==> config.mk <==
export PLATFORM = sky130hd
export DESIGN_NAME = dcache_lookup
export DESIGN_NICKNAME = d
export VERILOG_FILES = /design/src/verilog/dcache_pkg.sv /design/src/verilog/dcache_lookup.sv
export SDC_FILE = /design/constraint.sdc
export NUM_CORES = 1
export LEC_CHECK = 0
export BUFFER_PORTS_ARGS = -buffer_cell sky130_fd_sc_hd__buf_2
export CORE_AREA = 2 2 196 198
export DETAILED_ROUTE_END_ITERATION = 16
export DIE_AREA = 0 0 198 200
export MAX_ROUTING_LAYER = met4
export PLACE_DENSITY = 0.37
export SLEW_MARGIN = 20
export SYNTH_ARGS = -nofsm -noshare
export SYNTH_HDL_FRONTEND = slang
export SYNTH_SLANG_ARGS = --single-unit
export TNS_END_PERCENT = 5
==> constraint.sdc <==
create_clock -name vclk -period 3.5
set_input_delay 0.175 -clock vclk [all_inputs]
set_output_delay 0.175 -clock vclk [all_outputs]
set_load 0.02 [all_outputs]
==> src/verilog/dcache_pkg.sv <==
package dcache_pkg;

    localparam int ADDR_W     = 32;
    localparam int WORD_W     = 32;
    localparam int WAYS       = 2;
    localparam int LINE_WORDS = 4;
    localparam int OFFSET_W   = 4;
    localparam int INDEX_W    = 4;                          // 16 sets
    localparam int TAG_W      = ADDR_W - INDEX_W - OFFSET_W;

    typedef logic [ADDR_W-1:0]             addr_t;
    typedef logic [WORD_W-1:0]             word_t;
    typedef logic [TAG_W-1:0]              tag_t;
    typedef logic [INDEX_W-1:0]            index_t;
    typedef logic [$clog2(LINE_WORDS)-1:0] word_sel_t;
    typedef logic [$clog2(WAYS)-1:0]       way_t;
    typedef logic [WORD_W/8-1:0]           be_t;
    typedef logic [1:0]                    size_t;      // 0: 1 byte, 1: 2 bytes, 2: 4 bytes
    typedef logic [LINE_WORDS*WORD_W-1:0]  line_t;

    typedef struct packed {
        logic  wr;
        size_t size;
        addr_t addr;
        word_t wdata;   // data sits in the low bytes, the cache shifts it into place
    } cpu_req_t;

    // req is a level for the whole burst, wen marks a write burst
    typedef struct packed {
        logic  req;
        logic  wen;
        addr_t addr;    // line aligned
        word_t wdata;
        logic  wlast;
    } mem_cmd_t;

    typedef enum logic [1:0] {
        LOOKUP,
        WRITEBACK,
        REFILL,
        FILL_DONE
    } ctrl_state_e;

endpackage

==> src/verilog/dcache_lookup.sv <==
`timescale 1ns/100ps

module dcache_lookup (
    input  dcache_pkg::cpu_req_t                     cpu_in,
    input  dcache_pkg::tag_t  [dcache_pkg::WAYS-1:0] way_tags,
    input  logic              [dcache_pkg::WAYS-1:0] way_valids,
    input  logic              [dcache_pkg::WAYS-1:0] way_dirtys,
    input  dcache_pkg::line_t [dcache_pkg::WAYS-1:0] way_lines,
    input  dcache_pkg::way_t                         victim_way,
    input  dcache_pkg::word_sel_t                    word_idx,
    output logic                                     hit,
    output dcache_pkg::way_t                         hit_way,
    output dcache_pkg::word_t                        rd_word,
    output logic                                     victim_dirty,
    output dcache_pkg::tag_t                         victim_tag,
    output dcache_pkg::word_t                        victim_wdata,
    output dcache_pkg::be_t                          store_be,
    output dcache_pkg::word_t                        store_word
);
    import dcache_pkg::*;

    tag_t            req_tag;
    word_sel_t       req_word;
    logic [1:0]      byte_off;
    logic [WAYS-1:0] match;

    assign req_tag  = cpu_in.addr[ADDR_W-1 -: TAG_W];
    assign req_word = cpu_in.addr[OFFSET_W-1:2];
    assign byte_off = cpu_in.addr[1:0];

    always_comb begin
        hit_way = '0;
        for (int w = 0; w < WAYS; w++) begin
            match[w] = way_valids[w] && way_tags[w] == req_tag;
            if (match[w])
                hit_way = way_t'(w);
        end
    end

    assign hit     = |match;
    assign rd_word = way_lines[hit_way][req_word*WORD_W +: WORD_W];  // whole aligned word

    assign victim_dirty = way_valids[victim_way] && way_dirtys[victim_way];
    assign victim_tag   = way_tags[victim_way];
    assign victim_wdata = way_lines[victim_way][word_idx*WORD_W +: WORD_W];

    always_comb begin
        case (cpu_in.size)
            2'd0:    store_be = be_t'(4'b0001) << byte_off;
            2'd1:    store_be = be_t'(4'b0011) << byte_off;   // halfword, aligned
            default: store_be = 4'b1111;
        endcase
    end

    assign store_word = cpu_in.wdata << {byte_off, 3'b000};

    // a line is only ever filled into one way
    always_comb begin
        assert ($isunknown(match) || $onehot0(match))
            else $error("tag matches in more than one way");
    end

endmodule

Word level (Yosys, flattened, before mapping)
Index checks and enable logic that the tools add are counted.
{ "totals": {"reg_bits": 0, "latchBits": 0, "ramBits": 0, "romBits": 0, "in_bits": 378, "out_inout_bits": 127, "mem_count": 0} }
{ "op_classes": {"n_addsub": 0, "mul": 0, "n_div": 0, "magnitude_cmp": 2, "n_eq_ne": 3, "n_shift": 5, "n_mux": 12, "n_bitwise": 0, "reduce_logical": 5} }
{ "ops": {"columns": ["op", "n"], "rows": [
  ["$mux W128", 4],
  ["$shiftx A128 B8 Y32", 2],
  ["$eq A24 B24 Y1", 2],
  ["$mux W24", 2],
  ["$shl A32 B5 Y32", 1],
  ["$pmux W4 S2", 1],
  ["$mux W1", 5],
  ["$lt A1 B2 Y1 const B", 2],
  ["$shl A1 B2 Y4 const A", 1],
  ["$shl A2 B2 Y4 const A", 1],
  ["$logic_and A1 B1 Y1", 3],
  ["$eq A2 B1 Y1 const B", 1],
  ["$logic_not A2 Y1", 1],
  ["$reduce_or A2 Y1", 1]
]} }

Longest topological paths before layout
{ "depth": {"ltp_word": 6, "mapped_depth": 9} }

Worst setup path before layout
Ideal clock, no wire load.
{ "synth_timing": {"path_kind": "in2out", "from": "in cpu_in[46] (netlist bit)", "to": "out rd_word[24]", "arrival_ps": 2137, "t_required_ps": 3325, "slack_ps": 1188, "path_stages": 9, "path_buffers": 3, "path_cell_list": "xnor2_1 -> nand4_1 -> nor4_1 -> and2_1 -> buf_2 -> buf_6 -> buf_2 -> a211oi_1 -> nor4_1"} }
{ "synth_between": {"elab_chain_len": 6} }
{ "synth_lines": {"columns": ["element", "line_no", "source"], "rows": [
  ["start: declaration", "dcache_lookup.sv:4", "input dcache_pkg::cpu_req_t cpu_in,"],
  ["$eq A24 B24 Y1", "dcache_lookup.sv:34", "match[w] = way_valids[w] && way_tags[w] == req_tag;"],
  ["$logic_and A1 B1 Y1", "dcache_lookup.sv:34", null],
  ["$mux W1", "dcache_lookup.sv:35", "if (match[w])"],
  ["via hit_way", "dcache_lookup.sv:12", "output dcache_pkg::way_t hit_way,"],
  ["$mux W128 (implied by the code) (2 in a row)", "dcache_lookup.sv:41", "assign rd_word = way_lines[hit_way][req_word*WORD_W +: WORD_W];"],
  ["$shiftx A128 B8 Y32", "dcache_lookup.sv:41", null],
  ["end: declaration", "dcache_lookup.sv:13", "output dcache_pkg::word_t rd_word,"]
]} }
The timed path passes the listed nets, and every way through them passes these cells. The select of a mux whose other input is x is not followed.

Final worst setup path
{ "layout_timing": {"from": "in cpu_in[60] (netlist bit)", "to": "out rd_word[9]"} }
{ "layout_between": {"elab_chain_len": 6} }
{ "layout_lines": {"columns": ["element", "line_no"], "rows": [
  ["$eq A24 B24 Y1", "dcache_lookup.sv:34"],
  ["$logic_and A1 B1 Y1", "dcache_lookup.sv:34"],
  ["$mux W1", "dcache_lookup.sv:35"],
  ["$mux W128 (implied by the code) (2 in a row)", "dcache_lookup.sv:41"],
  ["$shiftx A128 B8 Y32", "dcache_lookup.sv:41"]
]} }
Every way passes these cells. The select of a mux whose other input is x is not followed.

==> metrics.txt <==
post-DR vias/cell=around 4.7; Mean Syn Cell Area=8.728 um2; Crit. End Element=primary output; CLK BUF=0; largest net degree at the start of global routing=78; worst slack, placed=between 0.3 and 0.4 ns; HPWL Detailed=26.09 mm; total global routing overflow=0; Routability Congestion=slightly below 0.9; WL per Instance=approximately 21 um; residual DRC count=0; Setup-failing EPs final=0; Max FO, Critical Path=between 60 and 70; CP top delay family=simple AND/OR/NAND/NOR gates; post-route insts no fill=between 1,500 and 2,000; total negative setup slack=0 ns; total wire length=32.71 mm; via count=between 7,000 and 8,000; crit path time final=about 3.1 ns; Fin. Hold Viols=0; Placed Instances=between 1,500 and 2,000; crit path kind=input port to primary output; initial antenna violation count=4; Pre-antenna DRT Iters=4; cell repeated most along the worst path=buf_2; die area=39,600 um2; layout cells sized above 1=0.5900; I/O pin cnt=slightly above 500; finished layout cell area=between 8000 and 9000 um2; most frequent cells in the layout=buf_2, a211oi_1, a21boi_1; sequential area share after synthesis=0; number of sequential cells=0; number of cell rows=71; Pwr per Cell Area=137.2 nW/um2; final worst slack=about 0.37 ns; Synth cell types=31; Worst Hold Class=input port to primary output; syn_nets=around 1,000; DR iter-0 viols=around 240; leakage power=around 3.6 nW; Ys Warns=0; Synth Instances=650; actual slew at the worst max-slew pin=1.092 ns; Cell Area, Placed=around 8600 um2; Core ar.=around 37,000 um2; Worst VDD drop=approximately 0.045 mV; Slew headroom=0.2718; vias in the first global route=just under 8,000; cell area after synthesis=approximately 5700 um2; post-synth top area share=0.2541; RSZ-0062 raised after global routing=false; Final period util=0.8938; worst path bufs/invs=3; post-CTS setup buffers=0; slowest cell on the critical path=nor4_2; commonest non-fill, non-tap cell in the layout=buf_2; Worst Path Arrival=between 2 and 3 ns; outcome=completed; Final Max Tran Viols=0; Worst EP required=3.32 ns; maxcap violations=0; CP Cell Sequence=buf_2 > xnor2_1 > nand4_1 > nor4_2 > and2_4 > buf_12 > a211oi_1 > nor4_1 > buf_2; final net count=between 1,000 and 1,500; Area Growth Syn to Fin=52.58%; fmax=roughly 320 MHz; GR Util All Layers=0.1568; PortBufs=500; Initial Utilization=0.1517; final antenna-violating net count=0; Post-CTS Resized=0; Synth area leader=mux4_2; first-pass GRT wire length=around 47 mm; Die Y=200 um; Crit path largest cell delay=between 0.7 and 0.8 ns; largest cells by area after synthesis=mux4_2, a211oi_1, a21boi_1; Startpoint Class=input port; hold buffers post-CTS=0; FF/Latch Area=0 um2; Die X=198 um
==> report_power, final <==
part	internal, mW	leakage [nW]	switching (mW)
logic	0.562	3.56	0.626
registers	0	0	0
clock network	0.000000154	0.0000254	0
==> per-layer routing <==
metal  vias to the layer above  track usage  share of wire
li1                       3531            -              -
met1                      3646       0.1930           0.42
met2                       338       0.2763           0.50
met3                        29      0.01865          0.060
met4                         0      0.03258          0.017
met5                         -            -              0
==> through the flow <==
stage	hold WS, ns	utilization	power, mW
final	0.7079	0.2314	1.188
after detailed placement	0.7076	0.2312	1.197
after global routing	0.7178	0.2314	1.282
after floorplan	0.4920	-	0.6686
after global placement	0.7018	0.2312	1.200
after CTS	0.7095	0.2312	1.202
==> path summary, 6_finish.rpt <==
| path | from | endpoint | slack [ns] | cells past startpoint |
|---|---|---|---|---|
| min | cpu_in[3] | store_word[3] | 0.71 | 3 |
| max | cpu_in[60] | rd_word[9] | 0.37 | 9 |
==> worst min-delay path, cell delays in order <==
cell and delay (ns):
buf_2 0.10, and2_1 0.11, buf_2 0.15
==> logic make-up after synthesis <==
logic type | after synthesis | synth area share
mux | 136 | 0.3935
buf+inv | 86 | 0.06903
xor+xnor | 48 | 0.07411
simple gates | 95 | 0.09396
compound gates | 285 | 0.3694
==> final cells by class <==
type	instances	area, um2
tap	511	639.4
antenna	4	10.01
multi-input combinational	564	5303
fill	4257	28740
timing repair buffer	514	2704
==> cells in the mapped netlist <==
cell      instances
mux2_1            6
buf_4             3
o21ai_1           4
nor3_1            3
nand4_1           9
or2_2             1
nor2_1           10
mux4_2           64
xor2_1            4
mux2_2           50
xnor2_1          44
a21oi_1           8
nor2b_1          10
a211oi_1        136
nand2b_1          3
buf_6             5
nand2_1          11
a21boi_1         82
o21bai_1          1
buf_1             7
and2_1            9
mux2i_1          16
a21boi_0         46
nand3_1           4
clkbuf_1         55
buf_2            16
a211o_1           1
nor4_1           34
a21o_1            1
or2_1             1
o21ai_0           6
Power figures use the tool's default switching activity.
