### src/verilog/dcache_pkg.sv
package dcache_pkg;

    localparam int ADDR_W     = 32;
    localparam int WORD_W     = 32;
    localparam int WAYS       = 2;
    localparam int LINE_WORDS = 4;
    localparam int OFFSET_W   = 4;
    localparam int INDEX_W    = 4;                          // 16 sets
    localparam int TAG_W      = ADDR_W - INDEX_W - OFFSET_W;

    typedef logic [ADDR_W-1:0]             addr_t;
    typedef logic [WORD_W-1:0]             word_t;
    typedef logic [TAG_W-1:0]              tag_t;
    typedef logic [INDEX_W-1:0]            index_t;
    typedef logic [$clog2(LINE_WORDS)-1:0] word_sel_t;
    typedef logic [$clog2(WAYS)-1:0]       way_t;
    typedef logic [WORD_W/8-1:0]           be_t;
    typedef logic [1:0]                    size_t;      // 0: 1 byte, 1: 2 bytes, 2: 4 bytes
    typedef logic [LINE_WORDS*WORD_W-1:0]  line_t;

    typedef struct packed {
        logic  wr;
        size_t size;
        addr_t addr;
        word_t wdata;   // data sits in the low bytes, the cache shifts it into place
    } cpu_req_t;

    // req is a level for the whole burst, wen marks a write burst
    typedef struct packed {
        logic  req;
        logic  wen;
        addr_t addr;    // line aligned
        word_t wdata;
        logic  wlast;
    } mem_cmd_t;

    typedef enum logic [1:0] {
        LOOKUP,
        WRITEBACK,
        REFILL,
        FILL_DONE
    } ctrl_state_e;

endpackage

### src/verilog/dcache_ctrl.sv
`timescale 1ns/100ps

module dcache_ctrl (
    input  logic                 clk,
    input  logic                 rst,
    input  logic                 cpu_req,
    input  logic                 cpu_wr,
    input  logic                 hit,
    input  logic                 victim_dirty,
    input  dcache_pkg::addr_t    cpu_addr,
    input  dcache_pkg::tag_t     victim_tag,
    input  dcache_pkg::word_t    victim_wdata,
    input  logic                 last,
    input  logic                 mem_addr_ok,
    input  logic                 mem_data_ok,
    output dcache_pkg::mem_cmd_t mem_cmd,
    output logic                 fill_we,
    output logic                 store_we,
    output logic                 cnt_start,
    output logic                 cnt_step,
    output logic                 cpu_data_ok,
    output logic                 fill_done
);
    import dcache_pkg::*;

    ctrl_state_e state;
    ctrl_state_e state_nxt;
    logic        addr_done;     // line address already taken in this burst
    logic        burst_gap;     // one idle cycle between write-back and refill
    logic        in_burst;
    logic        lookup_hit;
    logic        lookup_miss;
    logic        burst_end;

    assign in_burst    = (state == WRITEBACK || state == REFILL) && !burst_gap;
    assign lookup_hit  = state == LOOKUP && cpu_req && hit;
    assign lookup_miss = state == LOOKUP && cpu_req && !hit;

    // data_ok only counts once the address has gone out
    assign cnt_step  = in_burst && mem_data_ok && (addr_done || mem_addr_ok);
    assign burst_end = cnt_step && last;
    assign cnt_start = lookup_miss;

    assign cpu_data_ok = lookup_hit;
    assign store_we    = lookup_hit && cpu_wr;
    assign fill_we     = state == REFILL && cnt_step;
    assign fill_done   = state == FILL_DONE;

    always_comb begin
        state_nxt = state;
        case (state)
            LOOKUP: begin
                if (lookup_miss)
                    state_nxt = victim_dirty ? WRITEBACK : REFILL;
            end
            WRITEBACK: begin
                if (burst_end)
                    state_nxt = REFILL;
            end
            REFILL: begin
                if (burst_end)
                    state_nxt = FILL_DONE;
            end
            default: state_nxt = LOOKUP;   // FILL_DONE goes back to retry as a hit
        endcase
    end

    always_ff @(posedge clk) begin
        if (rst) begin
            state     <= LOOKUP;
            addr_done <= 1'b0;
            burst_gap <= 1'b0;
        end else begin
            state     <= state_nxt;
            burst_gap <= state == WRITEBACK && burst_end;
            if (burst_end)
                addr_done <= 1'b0;
            else if (in_burst && mem_addr_ok)
                addr_done <= 1'b1;
        end
    end

    always_comb begin
        mem_cmd       = '0;
        mem_cmd.req   = in_burst;
        mem_cmd.wen   = in_burst && state == WRITEBACK;
        mem_cmd.wlast = mem_cmd.wen && last;
        mem_cmd.wdata = victim_wdata;
        if (state == WRITEBACK)
            mem_cmd.addr = {victim_tag, cpu_addr[OFFSET_W +: INDEX_W], {OFFSET_W{1'b0}}};
        else
            mem_cmd.addr = {cpu_addr[ADDR_W-1:OFFSET_W], {OFFSET_W{1'b0}}};
    end

    // the command holds still while the memory stalls
    assert property (@(posedge clk) disable iff (rst)
        mem_cmd.req && !burst_end |=> mem_cmd.req && $stable(mem_cmd.addr)
            && $stable(mem_cmd.wen));

    // the refilled line hits before the retry
    assert property (@(posedge clk) disable iff (rst) state == FILL_DONE |-> hit);

endmodule

### config.mk
export PLATFORM = sky130hd
export DESIGN_NAME = dcache_ctrl
export DESIGN_NICKNAME = d
export VERILOG_FILES = /design/src/verilog/dcache_pkg.sv /design/src/verilog/dcache_ctrl.sv
export SDC_FILE = /design/constraint.sdc
export NUM_CORES = 1
export LEC_CHECK = 0
export ABC_AREA = 0
export BUFFER_PORTS_ARGS = -buffer_cell sky130_fd_sc_hd__buf_2
export CAP_MARGIN = 10
export CORE_ASPECT_RATIO = 0.5
export CORE_UTILIZATION = 25
export DETAILED_ROUTE_END_ITERATION = 6
export GPL_TIMING_DRIVEN = 1
export MAX_ROUTING_LAYER = met4
export PLACE_DENSITY = 0.81
export SLEW_MARGIN = 20
export SYNTH_ARGS = -nofsm -noshare
export SYNTH_HDL_FRONTEND = slang
export SYNTH_SLANG_ARGS = --single-unit
### constraint.sdc
create_clock -name clk -period 1.47 [get_ports clk]
set_input_delay 0.0735 -clock clk [delete_from_list [all_inputs] [get_ports clk]]
set_output_delay 0.0735 -clock clk [all_outputs]
set_load 0.02 [all_outputs]
After elaboration in Yosys (flattened, before gate mapping)
Cells that the tools add are included.

Flip-flop bits (word level): 4. Output and inout bits: 73. Logic and storage cells: 35.

Equal/unequal tests: 6. Multiplexer cells: 6. Reductions and logical operators: 20.

Operators with widths (count): $mux W32 (1); $logic_and A1 B1 Y1 (13); $mux W2 (4); $ne A2 B2 Y1 const B (3); $pmux W2 S3 (1); $eq A2 B2 Y1 const B (2); $reduce_and A3 Y1 (1); $eq A2 B1 Y1 const B (1); $logic_not A1 Y1 (2); $logic_not A2 Y1 (1); $logic_or A1 B1 Y1 (2); $reduce_or A2 Y1 (1).

Longest topological paths before layout
Depth in word-level cells: 8. Depth in mapped cells: 7.

Worst setup path after synthesis
OpenSTA, ideal clock, no wires.

Path kind: register -> output. From: register state[0]. To: output port fill_we. Data arrival time: 1.499 ns. Data required time: 1.397 ns. Path slack: -0.102 ns. Cell stages (with the launch flop): 7. Buffers on the path: 1. Cells stage by stage: dfxtp_1 > inv_1 > ha_1 > nor2b_4 > buf_6 > o211a_1 > and2_1.

Longest elaborated chain between the ends: 6. Elaborated cells on any way between the ends: 7. Classes of those cells: eq/ne: 2; reduce/logical: 5.

Ends and longest elaborated chain: start, declared (line dcache_ctrl.sv:26) `ctrl_state_e state;`; start signal, assigned (line dcache_ctrl.sv:74) `state <= state_nxt;`; $eq A2 B1 Y1 / $eq A2 B2 Y1 (equally long branches) (line dcache_ctrl.sv:35) `assign in_burst = (state == WRITEBACK || state == REFILL) && !burst_gap;`; $logic_or A1 B1 Y1 * (line dcache_ctrl.sv:35); $logic_and A1 B1 Y1 * (line dcache_ctrl.sv:35); named net in_burst (line dcache_ctrl.sv:30) `logic in_burst;`; $logic_and A1 B1 Y1 * (2 in a row) (line dcache_ctrl.sv:40) `assign cnt_step = in_burst && mem_data_ok && (addr_done || mem_addr_ok);`; named net cnt_step (line dcache_ctrl.sv:20) `output logic cnt_step,`; $logic_and A1 B1 Y1 * (line dcache_ctrl.sv:46) `assign fill_we = state == REFILL && cnt_step;`; end, declared (line dcache_ctrl.sv:17) `output logic fill_we,`.

The timed path passes the listed nets; every way through them passes the cells marked *.

Worst setup path in the final report
From: register state[0]. To: output port fill_we.

Longest elaborated chain between the ends: 6. Elaborated cells on any way between the ends: 7. Classes of those cells: eq/ne: 2; reduce/logical: 5.

Ends and longest elaborated chain (line): $eq A2 B1 Y1 / $eq A2 B2 Y1 (equally long branches) (dcache_ctrl.sv:35, dcache_ctrl.sv:46); $logic_or A1 B1 Y1 (dcache_ctrl.sv:35); $logic_and A1 B1 Y1 (dcache_ctrl.sv:35); $logic_and A1 B1 Y1 (2 in a row) (dcache_ctrl.sv:40); $logic_and A1 B1 Y1 * (dcache_ctrl.sv:46).

Every way passes the cells marked *; elsewhere a longest branch is shown, timed or not.

==> results.txt <==
----------------------------------------------------
[Outcome]
  Result of the run ... complete, but fails checks
  Violations in the final reports ... negative setup slack

[Synthesis]
  Synthesized-area fraction occupied by and/or/nand/nor cells ... 0.110
  Number of enable-type register cells in the synthesized netlist ... 0
  Count of yosys warnings during synthesis ... 0
  Dominant synthesized flop cell ... sky130_fd_sc_hd__dfxtp_1
  Post-synthesis adder-cell area fraction ... 0.0638
  Gate Count Post-Synth ... 108
  FFs w/ async S/R, synth ... 0
  Post-synthesis cell type count ... 23
  Post-synthesis share of cell area spent on xor and xnor gates ... 0
  Mux contribution to synthesized area ... 0.276
  Compound-cell area share of the yosys netlist ... 0.111
  Post-synthesis register bit count ... 4
  Post-synthesis instance area ... 981 sq um
  Post-synthesis average cell area ... 9.08 sq um
  Largest family of logic cells by synthesized area ... buffers and inverters
  Sequential element share of the synthesized area ... 0.0816

[Global routing]
  Maximum number of pins on one net before global-route repair ... 17
  Overflow left after global routing ... 0
  Wire length of the first global-routing pass ... 3810 um
  Total global routing track utilization ... 0.120
  Vias in the first global route ... 849
  Number of antenna violations at the first check in global routing ... 0

[Layout]
  Ratio of cells with drive above 1 in the final layout ... 0.843
  Area delta synth->final ... 73.1%
  Filler cells ... 319
  Commonest non-fill, non-tap cells in the layout ... sky130_fd_sc_hd__buf_2 (61), sky130_fd_sc_hd__buf_6 (30), sky130_fd_sc_hd__mux2_4 (24), sky130_fd_sc_hd__buf_4 (8), sky130_fd_sc_hd__conb_1 (4)
  Finished Cell Area ... 1700 sq um
  Final net count ... 276
  Number of antenna repair diodes ... 0
  Leading cell type in the layout, fill and taps excluded ... sky130_fd_sc_hd__buf_2

[Clock tree]
  Root buffer cell ... sky130_fd_sc_hd__clkbuf_8
  Worst-path clk slew ... 30 ps
  Maximum level of the CTS H-tree ... 1
  Clock sink count ... 4
  CTS tree ... built
  Source-to-sink clock delay at the later pin of the worst-skew pair ... 220 ps
  Num CTS Buffers ... 3
  Largest buffer count on any clock path ... 2
  Number of buffers inserted by hold repair at cts ... 0

[Place]
  Number of buffers added on ports ... 89
  Instance area at placement ... 1220 sq um
  Final Wtd Congestion ... 0.801
  Dpl hpwl ... 2300 um

[Timing]
  Setup violators final ... 30
  Peak Freq ... 638 MHz
  Post-Route Setup TNS ... -1070 ps
  RSZ-0062 raised after global routing ... yes
  Clock period minus final worst setup slack ... 1570 ps
  Worst hold slack across all endpoints ... 123 ps
  Ratio of final minimum period to clock period ... 1.07
  Largest clock skew in the final design ... 0.482 ps
  Max-slew violations ... 0
  Fin. Hold Viols ... 0
  Crit path setup slack, layout ... -98.1 ps

[Setup path]
  Worst-path maximum fanout ... 4
  Critical path destination ... fill_we
  R2R cell count ... 7
  WP data required ... 1400 ps
  Reg-to-reg setup timing slack ... -50 ps
  Slowest cell on crit path ... sky130_fd_sc_hd__dfxtp_4
  Element type at the critical path end ... output pin
  Ordered list of cells on the worst path ... inv_4, ha_4, nor2b_4, o211a_4, and2_4, buf_6
  Launch point of the critical path ... state[0]$_SDFFE_PP0P_
  Delay of the slowest cell on the worst path ... 380 ps
  Startpoint of the most critical register-to-register path ... state[0]$_SDFFE_PP0P_
  Type of the worst setup path ... reg -> out
  Startpoint type of the worst setup path ... flop
  Critical register-to-register path endpoint ... state[1]$_SDFFE_PP0P_
  Arrival time at the worst endpoint ... 1490 ps

[Floorplan]
  I/O Pins ... 170
  Floorplan row count ... 15
  Die Wd ... 90.6 um
  Die ar. ... 4190 sq um
  Initial Utilization ... 0.274
  Placeable core region ... 3580 sq um
  Die Y ... 46.3 um

[Flow run]
  Count of max-cap constraint violations ... 0

[Drt]
  Vias after detailed routing ... 974
  DRC violation count after routing ... 0
  Iteration count of the initial detailed-routing pass ... 4
  Starting DRC count in detailed routing ... 21
  Via density per instance ... 4.37
  Number of antenna-violating nets in the routed design ... 0
  Post-detailed-route wirelength per cell ... 15.8 um
  Aggregate routed wire length ... 3520 um

[Power]
  Max rail drop VDD ... 0.672 mV
  Static leakage power ... 0.906 nW
  Cell Pwr Density ... 1560 nW/um^2

[Min path]
  Path type of the worst min-delay path ... in -> reg

----------------------------------------------------
[critical path, delay by kind of cell, from the launching register on]
kind	cells	cell delay (ps)
AO/OA/AOI/OAI	1	170
flip-flops	1	380
adder cells (fa/ha/maj)	1	260
AND/OR/NAND/NOR	2	310
buffers and inverters	2	160
[worst min path at each step]
stage                    start                      to  slack [ps]  cells past startpoint
6_report                   rst  addr_done$_SDFFE_PP0P_         120                      2
5_1_grt                    rst  addr_done$_SDFFE_PP0P_         140                      2
4_1_cts                    rst  addr_done$_SDFFE_PP0P_         110                      2
3_5_place_dp   victim_wdata[9]             mem_cmd[10]         150                      0
3_3_place_gp   victim_wdata[9]             mem_cmd[10]         150                      0
2_1_floorplan              rst  addr_done$_SDFFE_PP0P_         150                      1
[per-stage QoR]
step | power, W | utilization | worst slack, ps | std cells
floorplan | 0.00139 | - | 3.21 | 111
global placement | 0.00155 | 0.341 | 10.4 | 209
finish | 0.00264 | 0.474 | -98.1 | 223
detailed placement | 0.00158 | 0.341 | -47.2 | 209
global route | 0.00275 | 0.474 | -141 | 223
CTS | 0.00208 | 0.386 | -88.1 | 219
[cell type report]
cell class                 count  area, sq um  share of cell area
clock buffer                   3         41.3              0.0243
sequential                     4         87.6              0.0516
timing repair buffer         103          788               0.464
multi-input combinational     59          701               0.413
inverter                       3         16.3             0.00958
tap                           51         63.8              0.0376
[report_power, final]
group	leakage (nW)	internal [W]	switching (W)
Combinational	0.850	0.00125	0.000961
Clock	0.0216	0.000175	0.0000584
Sequential	0.0341	0.000155	0.0000437
Total	0.906	0.00158	0.00106
[metal layers]
layer	up-vias	routed length (um)	global-route usage
met2	44	1820	0.188
met4	0	72	0.0581
met5	-	0	-
li1	454	-	-
met3	10	267	0.0578
met1	466	1360	0.131
[cells in the mapped netlist (2+ instances only)]
| master | number | area share |
|---|---|---|
| sky130_fd_sc_hd__a21oi_1 | 4 | 0.020 |
| sky130_fd_sc_hd__buf_4 | 42 | 0.32 |
| sky130_fd_sc_hd__buf_2 | 2 | 0.010 |
| sky130_fd_sc_hd__and2_1 | 5 | 0.032 |
| sky130_fd_sc_hd__inv_1 | 3 | 0.011 |
| sky130_fd_sc_hd__ha_1 | 5 | 0.064 |
| sky130_fd_sc_hd__mux2_2 | 24 | 0.28 |
| sky130_fd_sc_hd__and3_1 | 2 | 0.013 |
| sky130_fd_sc_hd__dfxtp_1 | 4 | 0.082 |
| sky130_fd_sc_hd__nand2b_1 | 3 | 0.019 |
| sky130_fd_sc_hd__o211a_1 | 2 | 0.020 |
[repair_timing]
action,4_1_cts,5_1_grt
pin swaps,5,3
gates resized for setup,21,74
setup endpoints to repair,30,31
buffers inserted,7,2
gates cloned,0,2
[state kept, by name, indices dropped and copies added, names as in the netlist]
register and cells:
state 2, addr_done 1, burst_gap 1
[kinds of logic after synthesis]
family / Yosys count
multiplexers: 24
other: 1
flip-flops: 4
AO/OA/AOI/OAI: 11
buffers and inverters: 48
AND/OR/NAND/NOR: 15
adder cells (fa/ha/maj): 5
No activity file was read; power rests on OpenSTA's default activity.
