===== src/verilog/dcache_pkg.sv =====
package dcache_pkg;

    localparam int ADDR_W     = 32;
    localparam int WORD_W     = 32;
    localparam int WAYS       = 2;
    localparam int LINE_WORDS = 4;
    localparam int OFFSET_W   = 4;
    localparam int INDEX_W    = 4;                          // 16 sets
    localparam int TAG_W      = ADDR_W - INDEX_W - OFFSET_W;

    typedef logic [ADDR_W-1:0]             addr_t;
    typedef logic [WORD_W-1:0]             word_t;
    typedef logic [TAG_W-1:0]              tag_t;
    typedef logic [INDEX_W-1:0]            index_t;
    typedef logic [$clog2(LINE_WORDS)-1:0] word_sel_t;
    typedef logic [$clog2(WAYS)-1:0]       way_t;
    typedef logic [WORD_W/8-1:0]           be_t;
    typedef logic [1:0]                    size_t;      // 0: 1 byte, 1: 2 bytes, 2: 4 bytes
    typedef logic [LINE_WORDS*WORD_W-1:0]  line_t;

    typedef struct packed {
        logic  wr;
        size_t size;
        addr_t addr;
        word_t wdata;   // data sits in the low bytes, the cache shifts it into place
    } cpu_req_t;

    // req is a level for the whole burst, wen marks a write burst
    typedef struct packed {
        logic  req;
        logic  wen;
        addr_t addr;    // line aligned
        word_t wdata;
        logic  wlast;
    } mem_cmd_t;

    typedef enum logic [1:0] {
        LOOKUP,
        WRITEBACK,
        REFILL,
        FILL_DONE
    } ctrl_state_e;

endpackage


===== src/verilog/dcache_way_store.sv =====
`timescale 1ns/100ps

module dcache_way_store (
    input  logic                  clk,
    input  logic                  rst,
    input  dcache_pkg::index_t    index,
    input  dcache_pkg::tag_t      tag_in,
    input  logic                  fill_we,
    input  dcache_pkg::word_sel_t fill_word_idx,
    input  dcache_pkg::word_t     fill_word,
    input  logic                  store_we,
    input  dcache_pkg::word_sel_t store_word_idx,
    input  dcache_pkg::be_t       store_be,
    input  dcache_pkg::word_t     store_word,
    output dcache_pkg::tag_t      tag_out,
    output logic                  valid_out,
    output logic                  dirty_out,
    output dcache_pkg::line_t     line_out
);
    import dcache_pkg::*;

    tag_t                  tag_mem  [2**INDEX_W];
    line_t                 line_mem [2**INDEX_W];
    logic [2**INDEX_W-1:0] valid_q;
    logic [2**INDEX_W-1:0] dirty_q;
    logic                  fill_last;

    assign fill_last = fill_we && fill_word_idx == word_sel_t'(LINE_WORDS - 1);

    always_ff @(posedge clk) begin
        if (fill_we)
            line_mem[index][fill_word_idx*WORD_W +: WORD_W] <= fill_word;
        if (store_we) begin
            for (int b = 0; b < WORD_W/8; b++) begin
                if (store_be[b])
                    line_mem[index][store_word_idx*WORD_W + b*8 +: 8] <= store_word[b*8 +: 8];
            end
        end
        if (fill_last)
            tag_mem[index] <= tag_in;   // tag goes in with the final word
    end

    always_ff @(posedge clk) begin
        if (rst) begin
            valid_q <= '0;
            dirty_q <= '0;
        end else if (fill_last) begin
            valid_q[index] <= 1'b1;
            dirty_q[index] <= 1'b0;     // fresh line matches memory
        end else if (store_we) begin
            dirty_q[index] <= 1'b1;
        end
    end

    assign tag_out   = tag_mem[index];
    assign valid_out = valid_q[index];
    assign dirty_out = dirty_q[index];
    assign line_out  = line_mem[index];

    // stores land only in a line that a hit found
    assert property (@(posedge clk) disable iff (rst) store_we |-> valid_q[index]);

    assert property (@(posedge clk) disable iff (rst) !(fill_we && store_we));

endmodule


===== config.mk =====
export PLATFORM = sky130hd
export DESIGN_NAME = dcache_way_store
export DESIGN_NICKNAME = d
export VERILOG_FILES = /design/src/verilog/dcache_pkg.sv /design/src/verilog/dcache_way_store.sv
export SDC_FILE = /design/constraint.sdc
export NUM_CORES = 2
export LEC_CHECK = 0
export BUFFER_PORTS_ARGS = -buffer_cell sky130_fd_sc_hd__clkbuf_2
export CORE_MARGIN = 1.5
export CORE_UTILIZATION = 50
export DETAILED_ROUTE_END_ITERATION = 8
export MAX_ROUTING_LAYER = met4
export PLACE_DENSITY = 0.63
export SLEW_MARGIN = 0
export SYNTH_ARGS = -nofsm -noshare
export SYNTH_HDL_FRONTEND = slang
export SYNTH_SLANG_ARGS = --single-unit
export TNS_END_PERCENT = 50

===== constraint.sdc =====
create_clock -name clk -period 3.9 [get_ports clk]
set_input_delay 0.585 -clock clk [delete_from_list [all_inputs] [get_ports clk]]
set_output_delay 0.585 -clock clk [all_outputs]
set_load 0.05 [all_outputs]

# [Word-level counts from Yosys, hierarchy flattened]
# Memories as Yosys holds them, arrays and structs flattened.
# Index checks and enable logic that the tools add are counted.
# W data, S select, Z words.
[totals] inputBits=104 mem_bits_rw=2432 word_cells=1080 regBits=32 n_memories=2
[classes] n_lt_le_gt_ge=2 shifts=10 muxes=536 add_sub_neg=8 n_eq_ne=1 reduce_logical=3 n_bitwise=516
[memory_table] name="line_mem" words=16 width=128 read_ports=1 rd_ports_with_merged_regs=0 wr=1 line="dcache_way_store.sv:23" source="line_t line_mem [2**INDEX_W];"
[memory_table] name="tag_mem" words=16 width=24 read_ports=1 rd_ports_with_merged_regs=0 wr=1 line="dcache_way_store.sv:22" source="tag_t tag_mem [2**INDEX_W];"
[ops] cell="$mux W128" n=5
[ops] cell="$mux W1" n=526
[ops] cell="$or A1 B1 Y1" n=512
[ops] cell="$shift A8 B34 Y128 const A" n=4
[ops] cell="$shiftx A8 B34 Y128" n=4
[ops] cell="$shift A32 B34 Y128 const A" n=1
[ops] cell="$shiftx A32 B34 Y128" n=1
[ops] cell="$neg A8 Y34" n=3
[ops] cell="$neg A7 Y34" n=2
[ops] cell="$mux W16" n=2
[ops] cell="$or A16 B16 Y16" n=2
[ops] cell="$add A7 B5 Y8 const B" n=2
[ops] cell="$and A16 B16 Y16" n=1
[ops] cell="$not A16 Y16" n=1
[ops] cell="$add A7 B4 Y8 const B" n=1
[ops] cell="$bmux W1 S4" n=2
[ops] cell="$lt A4 B5 Y1 const B" n=1
[ops] cell="$demux W1 S4" n=1
[ops] cell="$ge A4 B1 Y1 const B" n=1
[ops] cell="$eq A2 B2 Y1 const B" n=1
[ops] cell="$logic_and A1 B1 Y1" n=2
[ops] cell="$reduce_bool A2 Y1" n=1

# [Logic depth before layout (Yosys ltp)]
[depth] depth_word=7 mapped_depth=7 depth_no_buf=5

# [Least setup slack after synthesis]
# No wires, ideal clock.
[synth_timing] path_kind="input to register" start="input port index[1]" end="memory tag_mem[0][0] (netlist bit), enable pin" t_arrival_ns=2.588 path_slack_ns=0.906 path_stages=5 cell_sequence="buf_2 -> buf_2 -> or4_1 -> buf_2 -> nor2_1"
[synth_rtl] item="from (decl)" line="dcache_way_store.sv:6" source="input dcache_pkg::index_t index,"
[synth_rtl] item="to (decl)" line="dcache_way_store.sv:22"
# Straight into the memory's write port.

# [Final worst setup path]
[layout_timing] start="input port index[0]" end="output port line_out[99]"
[layout_between] elab_chain_len=1
[layout_rtl] item="$mem_v2 Z16 W128"
[layout_rtl] item="to (decl)" line="dcache_way_store.sv:18" source="output dcache_pkg::line_t line_out"
# Every way passes these cells.

==> run_summary.xml <==
<?xml version="1.0" encoding="UTF-8"?>
<metrics>
  <group name="status">
    <metric name="run_status" unit="">finished clean</metric>
  </group>
  <group name="timing">
    <metric name="final-hold-violation-count" unit="">0</metric>
    <metric name="rsz0062_at_grt" unit="">false</metric>
    <metric name="timing_max_transition_violations_final" unit="">0</metric>
    <metric name="worst_hold_slack" unit="ns">0.101</metric>
    <metric name="period_share" unit="">0.890</metric>
    <metric name="worst_slew_margin_rel" unit="">0.178</metric>
    <metric name="skew" unit="ns">0</metric>
    <metric name="worstMarginPinSlew" unit="ns">1.23</metric>
    <metric name="fmax" unit="MHz">288</metric>
    <metric name="post_layout_minimum_cycle_time" unit="ns">3.47</metric>
    <metric name="final-setup-viol-count" unit="">0</metric>
    <metric name="totalNegativeSetupSlack" unit="ns">0</metric>
    <metric name="final_critical_path_setup_slack" unit="ns">0.427</metric>
  </group>
  <group name="yosys">
    <metric name="yosys_register_bits" unit="">2464</metric>
    <metric name="post_synth_edffs" unit="">2432</metric>
    <metric name="yosys_warnings" unit="">0</metric>
    <metric name="post_synth.cell_area_avg" unit="um2">21.4</metric>
    <metric name="top_cells_by_area_in_the_synthesized_netlist" unit="">edfxtp_1 76%, mux4_2 15%, a22oi_1 2.2%</metric>
    <metric name="syn_nets" unit="">4575</metric>
    <metric name="netlist_instances" unit="">4460</metric>
    <metric name="synth_commonest_cells" unit="">2432 x edfxtp_1, 616 x mux4_2, 300 x nor2_1, 281 x a22oi_1, 182 x nand2_1</metric>
    <metric name="yosys.area.top_type" unit="">edfxtp_1</metric>
    <metric name="yosysSeqAreaShare" unit="">0.771</metric>
    <metric name="synthDominantCellAreaShare" unit="">0.764</metric>
    <metric name="synth_cell_type_count" unit="">51</metric>
    <metric name="area_of_the_mapped_netlist" unit="um2">95600</metric>
    <metric name="primary_ff_master_synth" unit="">edfxtp_1</metric>
    <metric name="synth-async-reset-ratio" unit="">0</metric>
    <metric name="synth.most_common_cell" unit="">edfxtp_1</metric>
  </group>
  <group name="worst_setup_path">
    <metric name="startpoint" unit="">index[0]</metric>
    <metric name="last_element_of_the_critical_path" unit="">line_out[99]</metric>
    <metric name="worst-r2r-cell-count" unit="">2</metric>
    <metric name="worstSetupStartpointType" unit="">input port</metric>
    <metric name="setup.reg_to_reg.worst_slack" unit="ns">3.18</metric>
    <metric name="critPathRequiredTime" unit="ns">3.31</metric>
    <metric name="critical_path_fanout_max" unit="">35</metric>
    <metric name="worstSetupPathType" unit="">in2out</metric>
    <metric name="worstSetupEndpointType" unit="">primary output</metric>
    <metric name="worst-endpoint-arrival" unit="ns">2.89</metric>
  </group>
  <group name="global_routing">
    <metric name="grt_pass1_wl" unit="um">352000</metric>
    <metric name="grt.total_usage" unit="">0.265</metric>
    <metric name="antenna_found_initial" unit="">28</metric>
    <metric name="grt_pass1_vias" unit="">48700</metric>
    <metric name="grt_overflow_total" unit="">0</metric>
    <metric name="grt_max_degree" unit="">82</metric>
  </group>
  <group name="clocking">
    <metric name="cts_max_level" unit="">4</metric>
    <metric name="cts_resized" unit="">0</metric>
    <metric name="clock_latency" unit="ns">0.89</metric>
    <metric name="clockRootBuffer" unit="">clkbuf_16</metric>
    <metric name="cts_setup_buffers" unit="">0</metric>
    <metric name="cts_buffers" unit="">233</metric>
    <metric name="worst_setup_hold_path_clk_slew" unit="ns">0.06</metric>
    <metric name="cts_sinks" unit="">2464</metric>
    <metric name="cts_tree" unit="">built</metric>
    <metric name="clock_path_buffers" unit="">3</metric>
    <metric name="holdBufCountCts" unit="">0</metric>
  </group>
  <group name="floorplan">
    <metric name="die-height" unit="um">440</metric>
    <metric name="ios" unit="">258</metric>
    <metric name="num_rows" unit="">160</metric>
    <metric name="placeableCoreArea" unit="um2">190000</metric>
    <metric name="floorplan.initialDensity" unit="">0.503</metric>
    <metric name="die_width" unit="um">440</metric>
    <metric name="floorplan.die_area" unit="um2">194000</metric>
  </group>
  <group name="finish">
    <metric name="layout-area-overhead-vs-synth" unit="%">15.0</metric>
    <metric name="layout.cells.non_filler" unit="">7764</metric>
    <metric name="layout-drive-gt1-share" unit="">0.315</metric>
    <metric name="finish.net_count" unit="">5149</metric>
  </group>
  <group name="route">
    <metric name="detail_route.drc_violations" unit="">0</metric>
    <metric name="post_drt_via_cell_ratio" unit="">6.22</metric>
    <metric name="via_count" unit="">48300</metric>
    <metric name="detailedRoute.firstIterationViolations" unit="">5406</metric>
    <metric name="postRouteAntennaNets" unit="">0</metric>
    <metric name="totalWireLength" unit="um">247000</metric>
    <metric name="route.detailed.wl_per_inst" unit="um">31.9</metric>
    <metric name="drtPass1Iterations" unit="">9</metric>
  </group>
  <group name="placed_design">
    <metric name="io_buffers" unit="">257</metric>
    <metric name="pre_cts_slack" unit="ns">0.233</metric>
    <metric name="numPlacedInstances" unit="">7309</metric>
    <metric name="gp_routability_congestion" unit="">0.987</metric>
    <metric name="dp.final_hpwl" unit="um">159000</metric>
  </group>
  <group name="power">
    <metric name="sequentialPowerShare" unit="">0.537</metric>
    <metric name="share_clk_of_total_power" unit="">0.402</metric>
    <metric name="switchingPower" unit="mW">12.3</metric>
    <metric name="switching_portion_of_total_power" unit="">0.225</metric>
    <metric name="internal_power" unit="mW">42.3</metric>
    <metric name="cellLeakagePower" unit="nW">30.7</metric>
    <metric name="vdd.ir_drop.worst" unit="uV">444</metric>
    <metric name="power.density_cell_area" unit="nW/um2">496</metric>
    <metric name="pwr-share-comb" unit="">0.061</metric>
  </group>
  <group name="worst_hold_path">
    <metric name="worstHoldPathType" unit="">in2reg</metric>
  </group>
  <group name="flow_run">
    <metric name="timing.max_cap.violations" unit="">0</metric>
  </group>
</metrics>
## worst min path at each step
stage                            startpoint                       end  slack, ns  depth (start not counted)
finish                           tag_in[20]  tag_mem[6][20]$_DFFE_PP_       0.10                          1
global route                     tag_in[15]  tag_mem[4][15]$_DFFE_PP_       0.11                          1
CTS                              tag_in[20]  tag_mem[6][20]$_DFFE_PP_       0.03                          1
detailed placement  valid_q[2]$_SDFFE_PP0P_   valid_q[2]$_SDFFE_PP0P_       0.45                          2
global placement    valid_q[2]$_SDFFE_PP0P_   valid_q[2]$_SDFFE_PP0P_       0.44                          2
floorplan           valid_q[2]$_SDFFE_PP0P_   valid_q[2]$_SDFFE_PP0P_       0.43                          2
## state kept, by name (all words and copies together), names as in the netlist, named ones only
name,count
valid_q,16
tag_mem,384
line_mem,2048
## kinds of logic after synthesis
family,share of synthesized area
flops,0.771
simple gates,0.0274
buf+inv,0.0153
fa+ha+maj,0.00144
mux,0.145
compound gates,0.0402
## power by group through the flow
stage / Sequential [mW] / Combinational (mW) / Clock (mW)
global placement: 29.8 / 3.32 / 0
finish: 29.3 / 3.33 / 21.9
detailed placement: 29.8 / 3.35 / 0
global route: 29.3 / 3.49 / 23.2
CTS: 29.3 / 3.36 / 22.2
floorplan: 29.8 / 2.01 / 0
## layer usage
metal	GRT usage	vias to the layer above	part of all wire
met5	-	-	0
met4	0.112	0	0.046
met3	0.0397	481	0.067
met2	0.419	2019	0.50
met1	0.347	25800	0.39
li1	-	20000	-
## worst max-delay path: stages
cell and delay (ns):
buf_8 0.37, buf_12 0.26, mux4_2 0.51, a22oi_1 0.44, nand2_1 0.29, clkbuf_2 0.32
## cells in the final DEF (no fill, tap or decap), types with 11 or more instances in the layout
cell type  netlist  layout
nor2_4           0      17
a22oi_1        281     281
nor3_1          17      16
nor2_1         300     282
a32o_1          42      42
buf_12           0      62
a22oi_2         27      27
dfxtp_1         32      32
edfxtp_1      2432    2432
bufinv_16        0      14
a22o_1          62      62
buf_4           22     310
clkbuf_16        0     233
and3_1          13      13
a21oi_1         23      23
clkbuf_2         0     254
ha_1            11      11
nand3_1         31      31
diode_2          0      21
clkinv_2         0      41
nand2_1        182     181
clkinv_1         0      70
mux4_2         616     616
o21ai_0         24      14
clkbuf_1        93      43
## metrics by stage
stage | total power [mW] | area (um2) | utilization
2_1_floorplan | 31.8 | 95600 | -
3_3_place_gp | 33.1 | 102000 | 0.539
3_5_place_dp | 33.2 | 102000 | 0.539
4_1_cts | 54.9 | 110000 | 0.578
5_1_grt | 56.0 | 110000 | 0.579
6_report | 54.5 | 110000 | 0.579
## layout make-up
cell class	instances	area [um2]
antenna	21	52.6
clock buffer	281	6060
clock inverter	152	1370
fill	13600	80000
inverter	6	22.5
multi-input combinational	1701	20800
sequential	2464	73700
tap	2511	3140
timing repair buffer	628	4870
No activity file was read; power rests on OpenSTA's default activity.
